**src/design/per2axi_config.svh**
```systemverilog
`ifndef PER2AXI_CONFIG_SVH
`define PER2AXI_CONFIG_SVH

// ==========================================================================
// Bus widths
// ==========================================================================

`define PER2AXI_ADDR_WIDTH    32
`define PER2AXI_DATA_WIDTH    64
`define PER2AXI_AXI_ID_WIDTH  3
`define PER2AXI_PER_ID_WIDTH  5

// ==========================================================================
// Buffering
// ==========================================================================

`define PER2AXI_REQ_BUF_DEPTH 4   // AR, AW and W
`define PER2AXI_RSP_BUF_DEPTH 2   // R and B
`define PER2AXI_CNT_WIDTH     4   // Outstanding per direction

`endif

```
**src/design/per2axi_axi_pkg.sv**
```systemverilog
`include "per2axi_config.svh"

package per2axi_axi_pkg;

  // ========================================================================
  // Field types
  // ========================================================================

  typedef logic [`PER2AXI_ADDR_WIDTH-1:0]   addr_t;
  typedef logic [`PER2AXI_DATA_WIDTH-1:0]   data_t;
  typedef logic [`PER2AXI_DATA_WIDTH/8-1:0] strb_t;   // One per byte lane
  typedef logic [`PER2AXI_AXI_ID_WIDTH-1:0] axi_id_t;

  // ========================================================================
  // Channel payloads
  // ========================================================================

  // Shared by AR and AW
  typedef struct packed {
    addr_t   addr;
    axi_id_t id;
  } ax_chan_t;

  typedef struct packed {
    data_t data;
    strb_t strb;
  } w_chan_t;

  typedef struct packed {
    data_t   data;
    axi_id_t id;
    logic    last;
  } r_chan_t;

  typedef struct packed {
    axi_id_t id;
  } b_chan_t;

endpackage

```
**src/design/per2axi_per_pkg.sv**
```systemverilog
`include "per2axi_config.svh"

package per2axi_per_pkg;

  // ========================================================================
  // Peripheral port
  // ========================================================================

  typedef logic [`PER2AXI_PER_ID_WIDTH-1:0] per_id_t;

  // Encoding of the active-low write enable
  localparam logic PER_WEN_WRITE = 1'b0;
  localparam logic PER_WEN_READ  = 1'b1;

endpackage

```
**src/design/per2axi_busy_unit.sv**
```systemverilog
`timescale 1ns/1ps

`include "per2axi_config.svh"

module per2axi_busy_unit (
  input  logic clk_i,
  input  logic rst_ni,
  input  logic aw_sync_i,
  input  logic b_sync_i,
  input  logic ar_sync_i,
  input  logic r_sync_i,
  output logic busy_o
);

  logic [`PER2AXI_CNT_WIDTH-1:0] aw_cnt_q;
  logic [`PER2AXI_CNT_WIDTH-1:0] ar_cnt_q;

  always_ff @(posedge clk_i or negedge rst_ni) begin
    if (!rst_ni) begin
      aw_cnt_q <= '0;
      ar_cnt_q <= '0;
    end else begin
      case ({aw_sync_i, b_sync_i})
        2'b10:   aw_cnt_q <= aw_cnt_q + 1'b1;
        2'b01:   aw_cnt_q <= aw_cnt_q - 1'b1;
        default: aw_cnt_q <= aw_cnt_q;    // Issue and retire cancel
      endcase
      case ({ar_sync_i, r_sync_i})
        2'b10:   ar_cnt_q <= ar_cnt_q + 1'b1;
        2'b01:   ar_cnt_q <= ar_cnt_q - 1'b1;
        default: ar_cnt_q <= ar_cnt_q;
      endcase
    end
  end

  assign busy_o = (aw_cnt_q != '0) | (ar_cnt_q != '0);

endmodule

```
**src/design/per2axi_req_channel.sv**
```systemverilog
`timescale 1ns/1ps

module per2axi_req_channel
  import per2axi_axi_pkg::*;
  import per2axi_per_pkg::*;
(
  input  logic     per_req_i,
  input  addr_t    per_add_i,
  input  logic     per_wen_i,
  input  data_t    per_wdata_i,
  input  strb_t    per_be_i,
  input  per_id_t  per_id_i,
  output logic     per_gnt_o,

  output logic     aw_valid_o,
  output ax_chan_t aw_o,
  input  logic     aw_ready_i,

  output logic     ar_valid_o,
  output ax_chan_t ar_o,
  input  logic     ar_ready_i,

  output logic     w_valid_o,
  output w_chan_t  w_o,
  input  logic     w_ready_i
);

  logic    is_write;
  logic    is_read;
  axi_id_t axi_id;

  assign is_write = per_req_i & (per_wen_i == PER_WEN_WRITE);
  assign is_read  = per_req_i & (per_wen_i == PER_WEN_READ);

  // Grant only with room in every queue
  assign per_gnt_o = aw_ready_i & ar_ready_i & w_ready_i;

  // AW and W always go together
  assign aw_valid_o = is_write & aw_ready_i & w_ready_i;
  assign w_valid_o  = is_write & aw_ready_i & w_ready_i;
  assign ar_valid_o = is_read & ar_ready_i;

  assign axi_id = axi_id_t'(per_id_i);  // Upper ID bits dropped

  assign aw_o.addr = per_add_i;
  assign aw_o.id   = axi_id;
  assign ar_o.addr = per_add_i;
  assign ar_o.id   = axi_id;
  assign w_o.data  = per_wdata_i;
  assign w_o.strb  = per_be_i;

endmodule

```
**src/design/per2axi_res_channel.sv**
```systemverilog
`timescale 1ns/1ps

module per2axi_res_channel
  import per2axi_axi_pkg::*;
  import per2axi_per_pkg::*;
(
  input  logic    r_valid_i,
  input  r_chan_t r_i,
  output logic    r_ready_o,

  input  logic    b_valid_i,
  input  b_chan_t b_i,
  output logic    b_ready_o,

  input  logic    per_r_ready_i,
  output logic    per_r_valid_o,
  output per_id_t per_r_id_o,
  output data_t   per_r_rdata_o
);

  always_comb begin
    per_r_valid_o = 1'b0;
    per_r_id_o    = '0;
    per_r_rdata_o = '0;
    r_ready_o     = per_r_ready_i;
    b_ready_o     = per_r_ready_i;
    if (per_r_ready_i && r_valid_i) begin
      per_r_valid_o = 1'b1;
      per_r_id_o    = per_id_t'(r_i.id);  // Zero-extended
      per_r_rdata_o = r_i.data;
      b_ready_o     = 1'b0;               // Hold write response
    end else if (per_r_ready_i && b_valid_i) begin
      // Write completion carries no data
      per_r_valid_o = 1'b1;
      per_r_id_o    = per_id_t'(b_i.id);
    end
  end

endmodule

```
**src/design/per2axi_stream_fifo.sv**
```systemverilog
`timescale 1ns/1ps

module per2axi_stream_fifo #(
  parameter int unsigned DEPTH     = 2,
  parameter type         payload_t = logic
) (
  input  logic     clk_i,
  input  logic     rst_ni,
  input  logic     valid_i,
  output logic     ready_o,
  input  payload_t data_i,
  output logic     valid_o,
  input  logic     ready_i,
  output payload_t data_o
);

  localparam int unsigned         PtrWidth = (DEPTH > 1) ? $clog2(DEPTH) : 1;
  localparam logic [PtrWidth-1:0] LastIdx  = PtrWidth'(DEPTH - 1);
  localparam logic [PtrWidth:0]   FullCnt  = (PtrWidth + 1)'(DEPTH);

  payload_t            mem_q [DEPTH];
  logic [PtrWidth-1:0] rd_ptr_q;
  logic [PtrWidth-1:0] wr_ptr_q;
  logic [PtrWidth:0]   count_q;
  logic                empty;
  logic                push;
  logic                pop;
  logic                bypass;
  logic                store;
  logic                fetch;

  function automatic logic [PtrWidth-1:0] next_ptr(input logic [PtrWidth-1:0] ptr);
    if (ptr == LastIdx) begin
      return '0;
    end
    return ptr + 1'b1;
  endfunction

  assign empty   = (count_q == '0);
  assign ready_o = (count_q != FullCnt);
  assign valid_o = ~empty | valid_i;            // Fall-through when empty
  assign data_o  = empty ? data_i : mem_q[rd_ptr_q];

  assign push   = valid_i & ready_o;
  assign pop    = valid_o & ready_i;
  assign bypass = empty & push & pop;           // Beat never touches storage
  assign store  = push & ~bypass;
  assign fetch  = pop & ~empty;

  always_ff @(posedge clk_i or negedge rst_ni) begin
    if (!rst_ni) begin
      rd_ptr_q <= '0;
      wr_ptr_q <= '0;
      count_q  <= '0;
    end else begin
      if (store) begin
        wr_ptr_q <= next_ptr(wr_ptr_q);
      end
      if (fetch) begin
        rd_ptr_q <= next_ptr(rd_ptr_q);
      end
      case ({store, fetch})
        2'b10:   count_q <= count_q + 1'b1;
        2'b01:   count_q <= count_q - 1'b1;
        default: count_q <= count_q;
      endcase
    end
  end

  always_ff @(posedge clk_i) begin
    if (store) begin
      mem_q[wr_ptr_q] <= data_i;
    end
  end

endmodule

```
**src/design/per2axi_top.sv**
```systemverilog
`timescale 1ns/1ps

`include "per2axi_config.svh"

module per2axi_top
  import per2axi_axi_pkg::*;
  import per2axi_per_pkg::*;
(
  input  logic    clk_i,
  input  logic    rst_ni,

  input  logic    per_req_i,
  input  addr_t   per_add_i,
  input  logic    per_wen_i,
  input  data_t   per_wdata_i,
  input  strb_t   per_be_i,
  input  per_id_t per_id_i,
  output logic    per_gnt_o,

  output logic    per_r_valid_o,
  output per_id_t per_r_id_o,
  output data_t   per_r_rdata_o,
  input  logic    per_r_ready_i,

  output logic    aw_valid_o,
  output addr_t   aw_addr_o,
  output axi_id_t aw_id_o,
  input  logic    aw_ready_i,

  output logic    ar_valid_o,
  output addr_t   ar_addr_o,
  output axi_id_t ar_id_o,
  input  logic    ar_ready_i,

  output logic    w_valid_o,
  output data_t   w_data_o,
  output strb_t   w_strb_o,
  input  logic    w_ready_i,

  input  logic    r_valid_i,
  input  data_t   r_data_i,
  input  axi_id_t r_id_i,
  input  logic    r_last_i,
  output logic    r_ready_o,

  input  logic    b_valid_i,
  input  axi_id_t b_id_i,
  output logic    b_ready_o,

  output logic    busy_o
);

  // ========================================================================
  // Internal channels, bridge side of the FIFOs
  // ========================================================================

  logic     aw_valid, aw_ready, ar_valid, ar_ready, w_valid, w_ready;
  logic     r_valid, r_ready, b_valid, b_ready;
  ax_chan_t aw_in, aw_out, ar_in, ar_out;
  w_chan_t  w_in, w_out;
  r_chan_t  r_in, r_out;
  b_chan_t  b_in, b_out;

  per2axi_req_channel req_channel_i (
    .per_req_i   (per_req_i),
    .per_add_i   (per_add_i),
    .per_wen_i   (per_wen_i),
    .per_wdata_i (per_wdata_i),
    .per_be_i    (per_be_i),
    .per_id_i    (per_id_i),
    .per_gnt_o   (per_gnt_o),
    .aw_valid_o  (aw_valid),
    .aw_o        (aw_in),
    .aw_ready_i  (aw_ready),
    .ar_valid_o  (ar_valid),
    .ar_o        (ar_in),
    .ar_ready_i  (ar_ready),
    .w_valid_o   (w_valid),
    .w_o         (w_in),
    .w_ready_i   (w_ready)
  );

  per2axi_res_channel res_channel_i (
    .r_valid_i     (r_valid),
    .r_i           (r_out),
    .r_ready_o     (r_ready),
    .b_valid_i     (b_valid),
    .b_i           (b_out),
    .b_ready_o     (b_ready),
    .per_r_ready_i (per_r_ready_i),
    .per_r_valid_o (per_r_valid_o),
    .per_r_id_o    (per_r_id_o),
    .per_r_rdata_o (per_r_rdata_o)
  );

  per2axi_busy_unit busy_unit_i (
    .clk_i     (clk_i),
    .rst_ni    (rst_ni),
    .aw_sync_i (aw_valid & aw_ready),
    .b_sync_i  (b_valid & b_ready),
    .ar_sync_i (ar_valid & ar_ready),
    .r_sync_i  (r_valid & r_ready & r_out.last),  // Last beat retires a read
    .busy_o    (busy_o)
  );

  // ========================================================================
  // Channel FIFOs
  // ========================================================================

  per2axi_stream_fifo #(.DEPTH(`PER2AXI_REQ_BUF_DEPTH), .payload_t(ax_chan_t)) aw_fifo_i (
    .clk_i, .rst_ni, .valid_i(aw_valid), .ready_o(aw_ready), .data_i(aw_in),
    .valid_o(aw_valid_o), .ready_i(aw_ready_i), .data_o(aw_out)
  );

  per2axi_stream_fifo #(.DEPTH(`PER2AXI_REQ_BUF_DEPTH), .payload_t(ax_chan_t)) ar_fifo_i (
    .clk_i, .rst_ni, .valid_i(ar_valid), .ready_o(ar_ready), .data_i(ar_in),
    .valid_o(ar_valid_o), .ready_i(ar_ready_i), .data_o(ar_out)
  );

  per2axi_stream_fifo #(.DEPTH(`PER2AXI_REQ_BUF_DEPTH), .payload_t(w_chan_t)) w_fifo_i (
    .clk_i, .rst_ni, .valid_i(w_valid), .ready_o(w_ready), .data_i(w_in),
    .valid_o(w_valid_o), .ready_i(w_ready_i), .data_o(w_out)
  );

  per2axi_stream_fifo #(.DEPTH(`PER2AXI_RSP_BUF_DEPTH), .payload_t(r_chan_t)) r_fifo_i (
    .clk_i, .rst_ni, .valid_i(r_valid_i), .ready_o(r_ready_o), .data_i(r_in),
    .valid_o(r_valid), .ready_i(r_ready), .data_o(r_out)
  );

  per2axi_stream_fifo #(.DEPTH(`PER2AXI_RSP_BUF_DEPTH), .payload_t(b_chan_t)) b_fifo_i (
    .clk_i, .rst_ni, .valid_i(b_valid_i), .ready_o(b_ready_o), .data_i(b_in),
    .valid_o(b_valid), .ready_i(b_ready), .data_o(b_out)
  );

  assign aw_addr_o = aw_out.addr;
  assign aw_id_o   = aw_out.id;
  assign ar_addr_o = ar_out.addr;
  assign ar_id_o   = ar_out.id;
  assign w_data_o  = w_out.data;
  assign w_strb_o  = w_out.strb;

  assign r_in.data = r_data_i;
  assign r_in.id   = r_id_i;
  assign r_in.last = r_last_i;
  assign b_in.id   = b_id_i;

endmodule

```
**config.mk**
```make
export PLATFORM = sky130hd
export DESIGN_NAME = per2axi_top
export DESIGN_NICKNAME = d
export VERILOG_FILES = /design/src/design/per2axi_axi_pkg.sv /design/src/design/per2axi_per_pkg.sv /design/src/design/per2axi_busy_unit.sv /design/src/design/per2axi_req_channel.sv /design/src/design/per2axi_res_channel.sv /design/src/design/per2axi_stream_fifo.sv /design/src/design/per2axi_top.sv
export VERILOG_INCLUDE_DIRS = /design/src /design/src/design
export SDC_FILE = /design/constraint.sdc
export NUM_CORES = 1
export LEC_CHECK = 0
export BUFFER_PORTS_ARGS = -buffer_cell sky130_fd_sc_hd__clkbuf_2
export CAP_MARGIN = 20
export CORE_MARGIN = 8
export CORE_UTILIZATION = 50
export CTS_BUF_LIST = sky130_fd_sc_hd__clkbuf_2 sky130_fd_sc_hd__clkbuf_4 sky130_fd_sc_hd__clkbuf_8
export DETAILED_ROUTE_END_ITERATION = 16
export MAX_ROUTING_LAYER = met4
export PLACE_DENSITY = 0.71
export SLEW_MARGIN = 20
export SYNTH_ARGS = -nofsm -noshare
export SYNTH_HDL_FRONTEND = slang
export SYNTH_SLANG_ARGS = --single-unit
```
**constraint.sdc**
```tcl
create_clock -name clk_i -period 11.4 [get_ports clk_i]
set_clock_uncertainty 0.2 [all_clocks]
set_input_delay 1.71 -clock clk_i [delete_from_list [all_inputs] [get_ports clk_i]]
set_output_delay 1.71 -clock clk_i [all_outputs]
set_load 0.03 [all_outputs]
```
# [After elaboration in Yosys (flattened, before gate mapping)]
# Memory sizes are Yosys's and may differ from the RTL's.
# Index checks and enable logic that the tools add are counted.
[op_classes] muxes=68 shifts=0 n_addsub=24 n_reduce_logical=16 div_mod_pow=0 n_mul=0 n_lt_le_gt_ge=0 bitwise=55 eq_ne=25
[ops] op="$mux W72" n=1
[ops] op="$mux W35" n=2
[ops] op="$mux W68" n=1
[ops] op="$mux W64" n=1
[ops] op="$mux W1" n=41
[ops] op="$and A1 B1 Y1" n=38
[ops] op="$eq A2 B2 Y1 const B" n=13
[ops] op="$mux W2" n=12
[ops] op="$pmux W3 S2" n=3
[ops] op="$add A2 B1 Y2 const B" n=8
[ops] op="$pmux W4 S2" n=2
[ops] op="$eq A2 B1 Y1 const B" n=7
[ops] op="$reduce_bool A2 Y1" n=7
[ops] op="$not A1 Y1" n=11
[ops] op="$add A3 B1 Y3 const B" n=3
[ops] op="$logic_not A3 Y1" n=3
[ops] op="$ne A3 B3 Y1 const B" n=3
[ops] op="$sub A3 B1 Y3 const B" n=3
[ops] op="$add A4 B1 Y4 const B" n=2
[ops] op="$pmux W2 S2" n=2
[ops] op="$reduce_bool A4 Y1" n=2
[ops] op="$sub A4 B1 Y4 const B" n=2
[ops] op="$mux W3" n=2
[ops] op="$or A1 B1 Y1" n=6
[ops] op="other kinds (6)" n=13
[totals] n_memories=5 inputBits=190 reg_bits=37 mem_bits_ro=0 wordCells=210 mem_bits_rw=710 latchBits=0 output_inout_bits=219
[mem_list] name="w_fifo_i.mem_q" depth=4 word_bits=72 read_ports=1 rd_clocked_by_memory_dff=0 wr=1 line_no="per2axi_stream_fifo.sv:21" rtl="payload_t mem_q [DEPTH];"
[mem_list] name="ar_fifo_i.mem_q" depth=4 word_bits=35 read_ports=1 rd_clocked_by_memory_dff=0 wr=1 line_no="per2axi_stream_fifo.sv:21"
[mem_list] name="aw_fifo_i.mem_q" depth=4 word_bits=35 read_ports=1 rd_clocked_by_memory_dff=0 wr=1 line_no="per2axi_stream_fifo.sv:21"
[mem_list] name="r_fifo_i.mem_q" depth=2 word_bits=68 read_ports=1 rd_clocked_by_memory_dff=0 wr=1 line_no="per2axi_stream_fifo.sv:21"
[mem_list] name="b_fifo_i.mem_q" depth=2 word_bits=3 read_ports=1 rd_clocked_by_memory_dff=0 wr=1 line_no="per2axi_stream_fifo.sv:21"

# [Longest topological paths before layout]
[logic_depth] word_depth=11 ltp_mapped=12 ltp_nobuf=10

# [Modules after synthesis]
# Synthesis repeated with hierarchy kept, for this count alone.
[hier_totals] hier_cells=1727 area_unflattened_um2=31973.2
[modules_own_cells] module="per2axi_stream_fifo at ar_fifo_i ..." cells_per_inst=262 n_inst=2 area_per_inst_um2=5945.7 seq_area_each_um2=4379.2
[modules_own_cells] module="per2axi_stream_fifo at w_fifo_i" cells_per_inst=497 n_inst=1 area_per_inst_um2=11681.2 seq_area_each_um2=8823.5
[modules_own_cells] module="per2axi_stream_fifo at r_fifo_i" cells_per_inst=383 n_inst=1 area_per_inst_um2=5718.0 seq_area_each_um2=4184.0
[modules_own_cells] module="per2axi_req_channel" cells_per_inst=146 n_inst=1 area_per_inst_um2=1097.3 seq_area_each_um2=0.0
[modules_own_cells] module="per2axi_res_channel" cells_per_inst=88 n_inst=1 area_per_inst_um2=593.1 seq_area_each_um2=0.0
[modules_own_cells] module="per2axi_busy_unit" cells_per_inst=49 n_inst=1 area_per_inst_um2=518.0 seq_area_each_um2=200.2
[modules_own_cells] module="per2axi_stream_fifo at b_fifo_i" cells_per_inst=36 n_inst=1 area_per_inst_um2=449.2 seq_area_each_um2=280.3
[modules_own_cells] module="per2axi_top" cells_per_inst=4 n_inst=1 area_per_inst_um2=25.0 seq_area_each_um2=0.0

# [Least setup slack after synthesis]
# No wires, ideal clock.
[synth_timing] path_type="input to register" start="input port per_r_ready_i" end="memory r_fifo_i.mem_q[0][0] (netlist bit), enable pin" setup_slack_ns=5.879 stages=3 t_arrival_ns=4.826 n_path_buf=0 cell_sequence="nor2_1 > o21ai_0 > nor2_1"
[synth_between] elab_chain_len=6
[synth_rtl] element="start: declaration" line_no="per2axi_top.sv:23" rtl="input logic per_r_ready_i,"
[synth_rtl] element="$and A1 B1 Y1" line_no="per2axi_stream_fifo.sv:45" rtl="assign pop = valid_o & ready_i;"
[synth_rtl] element="$and A1 B1 Y1" line_no="per2axi_stream_fifo.sv:46" rtl="assign bypass = empty & push & pop;"
[synth_rtl] element="$not A1 Y1" line_no="per2axi_stream_fifo.sv:47" rtl="assign store = push & ~bypass;"
[synth_rtl] element="$and A1 B1 Y1" line_no="per2axi_stream_fifo.sv:47"
[synth_rtl] element="$mux W1" line_no="per2axi_stream_fifo.sv:71" rtl="if (store) begin"
[synth_rtl] element="$mux W1 (implied by the code)" line_no="per2axi_stream_fifo.sv:72" rtl="mem_q[wr_ptr_q] <= data_i;"
[synth_rtl] element="end: declaration" line_no="per2axi_stream_fifo.sv:21"
# No other way between the ends.

# [Worst setup path after layout]
[layout_timing] start="register w_fifo_i.rd_ptr_q[0]" end="output port w_data_o[36]"
[layout_between] elab_chain_len=2
[layout_rtl] element="start: declaration" line_no="per2axi_stream_fifo.sv:22" rtl="logic [PtrWidth-1:0] rd_ptr_q;"
[layout_rtl] element="start signal: assignment" line_no="per2axi_stream_fifo.sv:60" rtl="rd_ptr_q <= next_ptr(rd_ptr_q);"
[layout_rtl] element="$mem_v2 Z4 W72"
[layout_rtl] element="$mux W72" line_no="per2axi_stream_fifo.sv:42" rtl="assign data_o = empty ? data_i : mem_q[rd_ptr_q];"
[layout_rtl] element="end: declaration" line_no="per2axi_top.sv:36" rtl="output data_t w_data_o,"
# No other way between the ends.

==> report_table.html <==
<table>
<tr><th>Metric</th><th>Value</th></tr>
<tr><th colspan="2">Placed design</th></tr>
<tr><td>Detailed placer's ending HPWL</td><td>40.9 mm</td></tr>
<tr><td>Gp weighted congestion</td><td>0.800</td></tr>
<tr><td>Post-DP Area</td><td>33,200 µm²</td></tr>
<tr><td>Setup Slack @ Placement</td><td>between 6 and 7 ns</td></tr>
<tr><td>Placed insts</td><td>2,649</td></tr>
<tr><td>Total of buffers placed on input and output ports</td><td>404</td></tr>
<tr><th colspan="2">Critical path</th></tr>
<tr><td>Max stage delay cell, worst path</td><td>sky130_fd_sc_hd__dfrtp_4</td></tr>
<tr><td>Worst-case reg-to-reg path depth</td><td>10</td></tr>
<tr><td>Critical path required time</td><td>roughly 9.5 ns</td></tr>
<tr><td>Data arrival time at the worst-slack endpoint</td><td>3.50 ns</td></tr>
<tr><td>Crit path largest cell delay</td><td>between 0.8 and 0.9 ns</td></tr>
<tr><td>Kind of end point of the critical path</td><td>primary output</td></tr>
<tr><td>Beginning of the worst register-to-register path</td><td>r_fifo_i.count_q[1]</td></tr>
<tr><td>Cell-by-cell trace of the critical path</td><td>buf_4, mux4_2, mux2_2, clkbuf_2</td></tr>
<tr><td>Setup Crit Path Kind</td><td>reg -&gt; out</td></tr>
<tr><td>Register-to-register path setup slack</td><td>a little under 8 ns</td></tr>
<tr><td>Buf+Inv Stages, Crit Path</td><td>2</td></tr>
<tr><td>Maximum net fanout on the critical path</td><td>41</td></tr>
<tr><td>Reg-to-reg critical path endpoint</td><td>busy_unit_i.ar_cnt_q[3]</td></tr>
<tr><td>Critical path startpoint category</td><td>flop</td></tr>
<tr><td>Family with the most delay on the worst path</td><td>buffers and inverters</td></tr>
<tr><th colspan="2">Timing</th></tr>
<tr><td>Period utilization</td><td>~47%</td></tr>
<tr><td>Setup WS post-layout</td><td>between 5 and 6 ns</td></tr>
<tr><td>Total negative slack</td><td>0 ns</td></tr>
<tr><td>Highest clock frequency the design can meet</td><td>about 190 MHz</td></tr>
<tr><td>Pin slew with the least headroom to its limit</td><td>1.12 ns</td></tr>
<tr><td>Max-slew violations</td><td>0</td></tr>
<tr><td>Unrepaired setup endpoints after global routing</td><td>no</td></tr>
<tr><td>Endpoints failing setup</td><td>0</td></tr>
<tr><td>Normalized max-slew margin</td><td>25.5%</td></tr>
<tr><td>Post-route minimum period</td><td>5.41 ns</td></tr>
<tr><td>Fin Hold WS</td><td>0.271 ns</td></tr>
<tr><td>Hold Violations, Final</td><td>0</td></tr>
<tr><th colspan="2">Floorplan</th></tr>
<tr><td>Die Y-Extent</td><td>263 µm</td></tr>
<tr><td>Die footprint</td><td>approximately 70,000 µm²</td></tr>
<tr><td>Number of top-level pins</td><td>409</td></tr>
<tr><td>Starting density of the core</td><td>50.5%</td></tr>
<tr><td>Placeable core region</td><td>between 60,000 and 70,000 µm²</td></tr>
<tr><td>Die X</td><td>approximately 260 µm</td></tr>
<tr><td>Cell Rows</td><td>90</td></tr>
<tr><th colspan="2">Clock network</th></tr>
<tr><td>Worst-case clock buffer depth</td><td>3</td></tr>
<tr><td>Total number of H-tree levels</td><td>3</td></tr>
<tr><td>Post-CTS Hold Buffers</td><td>0</td></tr>
<tr><td>Clock Latency Late Sink</td><td>about 0.72 ns</td></tr>
<tr><td>TritonCTS Buffers</td><td>118</td></tr>
<tr><td>Post-cts sizing count</td><td>0</td></tr>
<tr><td>Clock net sink count</td><td>747</td></tr>
<tr><td>Clock-pin slew of the registers on the worst-case setup and hold paths</td><td>0.06 ns</td></tr>
<tr><td>Number of buffers inserted to repair setup after CTS</td><td>0</td></tr>
<tr><td>TritonCTS clock tree</td><td>built</td></tr>
<tr><td>Clock root buffer</td><td>sky130_fd_sc_hd__clkbuf_8</td></tr>
<tr><th colspan="2">Synthesis</th></tr>
<tr><td>Portion of netlist area occupied by mux cells</td><td>18.4%</td></tr>
<tr><td>Count of synthesis-stage warnings from yosys</td><td>0</td></tr>
<tr><td>Proportion of synthesized chip area in sequential cells</td><td>between 70% and 80%</td></tr>
<tr><td>Ranking of synthesized cells by area</td><td>sky130_fd_sc_hd__edfxtp_1 (70%), sky130_fd_sc_hd__mux4_2 (10%), sky130_fd_sc_hd__mux2_2 (5.4%), sky130_fd_sc_hd__dfrtp_1 (3.0%), sky130_fd_sc_hd__mux2i_1 (2.4%)</td></tr>
<tr><td>Post-Syn Instances</td><td>around 1,500</td></tr>
<tr><td>Post-synthesis xor/xnor area fraction</td><td>0.719%</td></tr>
<tr><td>Library cell with the largest summed area after synthesis</td><td>sky130_fd_sc_hd__edfxtp_1</td></tr>
<tr><td>Combinational family with the most area after synthesis</td><td>multiplexers</td></tr>
<tr><td>Fraction of the mapped netlist area in compound gates</td><td>under 10%</td></tr>
<tr><td>Portion of synthesized cell area occupied by the leading cell type</td><td>70.0%</td></tr>
<tr><td>Average size of a mapped cell</td><td>~20 µm²</td></tr>
<tr><td>Number of distinct standard cells referenced by the synthesized netlist</td><td>42</td></tr>
<tr><td>Simple-gate share of the synthesized area</td><td>2.06%</td></tr>
<tr><td>Cell Area, Synth</td><td>between 30,000 and 40,000 µm²</td></tr>
<tr><td>Seq cells post-synth</td><td>747</td></tr>
<tr><td>Adder-Cell Fraction of Synth Area</td><td>between 1 and 1.5%</td></tr>
<tr><th colspan="2">Drt</th></tr>
<tr><td>Total routed wire length on the met1 layer</td><td>27.1 mm</td></tr>
<tr><td>Via count normalized by instance count</td><td>5.49</td></tr>
<tr><td>Highest routing layer actually used</td><td>met4</td></tr>
<tr><td>Total met2 wirelength after detailed routing</td><td>34.1 mm</td></tr>
<tr><td>Residual DRC</td><td>0</td></tr>
<tr><td>Routed wire length</td><td>66.5 mm</td></tr>
<tr><td>Met3 wire length</td><td>3.77 mm</td></tr>
<tr><td>Overall via count from detail_route</td><td>15,800</td></tr>
<tr><td>Average wire length per cell after detail routing</td><td>23.1 µm</td></tr>
<tr><td>Antenna-violating nets left</td><td>0</td></tr>
<tr><td>Initial DRC count</td><td>between 1,000 and 1,500</td></tr>
<tr><td>Number of search-and-repair iterations in the first detailed-routing pass</td><td>5</td></tr>
<tr><th colspan="2">GRT</th></tr>
<tr><td>Gr usage total</td><td>approximately 19%</td></tr>
<tr><td>Global-route wire length before repair</td><td>roughly 100 mm</td></tr>
<tr><td>Total congestion overflow</td><td>0</td></tr>
<tr><td>Number of global-route vias before repair</td><td>around 17,000</td></tr>
<tr><td>Initial antenna violation count</td><td>14</td></tr>
<tr><td>Largest net degree at the start of global routing</td><td>78</td></tr>
<tr><th colspan="2">Layout</th></tr>
<tr><td>Final Net Count</td><td>approximately 2,200</td></tr>
<tr><td>Number of fillers in the final layout</td><td>4,509</td></tr>
<tr><td>Synth-to-Final Area Change</td><td>17.0%</td></tr>
<tr><td>Share of cells above drive strength 1</td><td>44.2%</td></tr>
<tr><td>Register area</td><td>22,300 µm²</td></tr>
<tr><td>Footprint of the multi-input gates</td><td>7660 µm²</td></tr>
<tr><td>Final non-filler cell total</td><td>2,882</td></tr>
<tr><td>Fin area</td><td>35,600 µm²</td></tr>
<tr><td>Finished Core Util</td><td>between 50 and 60%</td></tr>
<tr><th colspan="2">Pwr</th></tr>
<tr><td>Switching Share</td><td>a little under two fifths</td></tr>
<tr><td>Power density normalized to cell area</td><td>272 nW/µm²</td></tr>
<tr><td>Switching power total</td><td>3.67 mW</td></tr>
<tr><td>Clock share of power</td><td>22.7%</td></tr>
<tr><td>Pint</td><td>6.04 mW</td></tr>
<tr><td>Total power of the final layout</td><td>9.71 mW</td></tr>
<tr><td>Total leakage power</td><td>12.8 nW</td></tr>
<tr><td>Sequential group share of total power</td><td>37.7%</td></tr>
<tr><td>Maximum VDD drop</td><td>between 0.2 and 0.25 mV</td></tr>
<tr><td>Proportion of power drawn by combinational gates</td><td>39.6%</td></tr>
<tr><th colspan="2">Hold path</th></tr>
<tr><td>Launch instance of the worst min-delay path</td><td>busy_unit_i.aw_cnt_q[3]</td></tr>
<tr><td>Cell depth of the worst min-delay path</td><td>1</td></tr>
<tr><td>Tightest Hold Check Type</td><td>reg -&gt; reg</td></tr>
<tr><td>Terminating pin of the worst hold path</td><td>busy_unit_i.aw_cnt_q[3]</td></tr>
<tr><th colspan="2">Job</th></tr>
<tr><td>MaxCap Viol Count</td><td>0</td></tr>
<tr><th colspan="2">Run status</th></tr>
<tr><td>Outcome</td><td>complete, no violations</td></tr>
</table>
-- worst max-delay path by stage --
stage / endpoint / start / slack (ns) / cells past startpoint
floorplan: r_fifo_i.mem_q[0][0] / per_r_ready_i / 5.88 / 3
global placement: per_r_rdata_o[40] / r_valid_i / 6.34 / 5
detailed placement: per_r_rdata_o[43] / r_valid_i / 6.35 / 5
CTS: w_data_o[36] / w_fifo_i.rd_ptr_q[0] / 5.76 / 4
global route: w_strb_o[1] / w_fifo_i.rd_ptr_q[0] / 5.65 / 4
finish: w_data_o[36] / w_fifo_i.rd_ptr_q[0] / 5.99 / 4
-- state kept, by name, summed over array words and instances (netlist names), 2 cells and up --
register / count
ar_fifo_i.rd_ptr_q: 2
busy_unit_i.aw_cnt_q: 4
ar_fifo_i.count_q: 3
ar_fifo_i.mem_q: 140
ar_fifo_i.wr_ptr_q: 2
r_fifo_i.mem_q: 136
w_fifo_i.mem_q: 288
busy_unit_i.ar_cnt_q: 4
aw_fifo_i.count_q: 3
w_fifo_i.rd_ptr_q: 2
w_fifo_i.count_q: 3
r_fifo_i.count_q: 2
aw_fifo_i.wr_ptr_q: 2
b_fifo_i.count_q: 2
b_fifo_i.mem_q: 6
aw_fifo_i.mem_q: 140
w_fifo_i.wr_ptr_q: 2
aw_fifo_i.rd_ptr_q: 2
-- final cells by class --
type / instances / share of cell area, %
clock inverter: 61 / 1.09
tap: 782 / 2.75
inverter: 30 / 0.316
multi-input combinational: 659 / 21.5
clock buffer: 156 / 5.43
sequential: 747 / 62.5
antenna: 14 / 0.0983
timing repair buffer: 433 / 6.37
-- layout by cell type, fill, tap and decap left out, types with 6 or more instances in the layout --
cell,n
sky130_fd_sc_hd__mux2i_1,73
sky130_fd_sc_hd__a21oi_1,7
sky130_fd_sc_hd__clkinv_2,12
sky130_fd_sc_hd__dfrtp_1,32
sky130_fd_sc_hd__nand2b_1,6
sky130_fd_sc_hd__edfxtp_1,710
sky130_fd_sc_hd__xnor2_1,11
sky130_fd_sc_hd__o21ai_0,11
sky130_fd_sc_hd__diode_2,14
sky130_fd_sc_hd__ha_1,26
sky130_fd_sc_hd__nand2_1,15
sky130_fd_sc_hd__clkbuf_4,34
sky130_fd_sc_hd__buf_4,27
sky130_fd_sc_hd__clkinv_1,38
sky130_fd_sc_hd__inv_1,30
sky130_fd_sc_hd__clkbuf_8,122
sky130_fd_sc_hd__nor2_1,84
sky130_fd_sc_hd__mux2_2,145
sky130_fd_sc_hd__clkbuf_2,404
sky130_fd_sc_hd__xor2_1,14
sky130_fd_sc_hd__a211oi_1,65
sky130_fd_sc_hd__and2_1,9
sky130_fd_sc_hd__mux4_2,142
-- worst reg2reg max path: cells and delay by family, from the launching register on --
family | cells | cell delay, ns
XOR/XNOR | 1 | 0.17
flip-flops | 1 | 0.43
buffers and inverters | 1 | 0.63
AND/OR/NAND/NOR | 2 | 0.73
AO/OA/AOI/OAI | 4 | 0.76
adder cells (fa/ha/maj) | 2 | 0.60
-- routing by layer --
layer / vias up / track usage [%]
li1: 7129 / -
met1: 8103 / 23.9
met2: 475 / 31.7
met3: 106 / 4.58
met4: 0 / 6.65
met5: - / -
-- power by group through the flow --
stage	sequential [mW]	clock, mW	combinational (mW)
CTS	3.67	2.27	3.91
finish	3.66	2.20	3.84
floorplan	3.60	0	2.95
detailed placement	3.72	0	3.89
global placement	3.70	0	3.85
global route	3.70	2.38	4.09
-- logic make-up after synthesis --
family          after synthesis
compound gates               98
xor+xnor                     25
fa+ha+maj                    31
buf+inv                     112
flops                       747
mux                         364
other cells                   1
simple gates                139
-- synth_stat cells, drive strengths merged --
library cell	count
edfxtp	710
mux2	149
mux4	142
nor2	86
mux2i	73
a211oi	65
buf	60
dfrtp	37
inv	30
ha	26
clkbuf	22
nand2	15
xor2	14
and2	13
o21ai	13
xnor2	11
a21oi	9
nor3	8
nand2b	6
fa	5
a21o	3
nand3	3
o22ai	3
and3	2
nor4	2
o31ai	2
a221o	1
a222oi	1
conb	1
nor2b	1
nor4b	1
o311a	1
or2	1
or3	1
(Power assumes the default switching activity.)
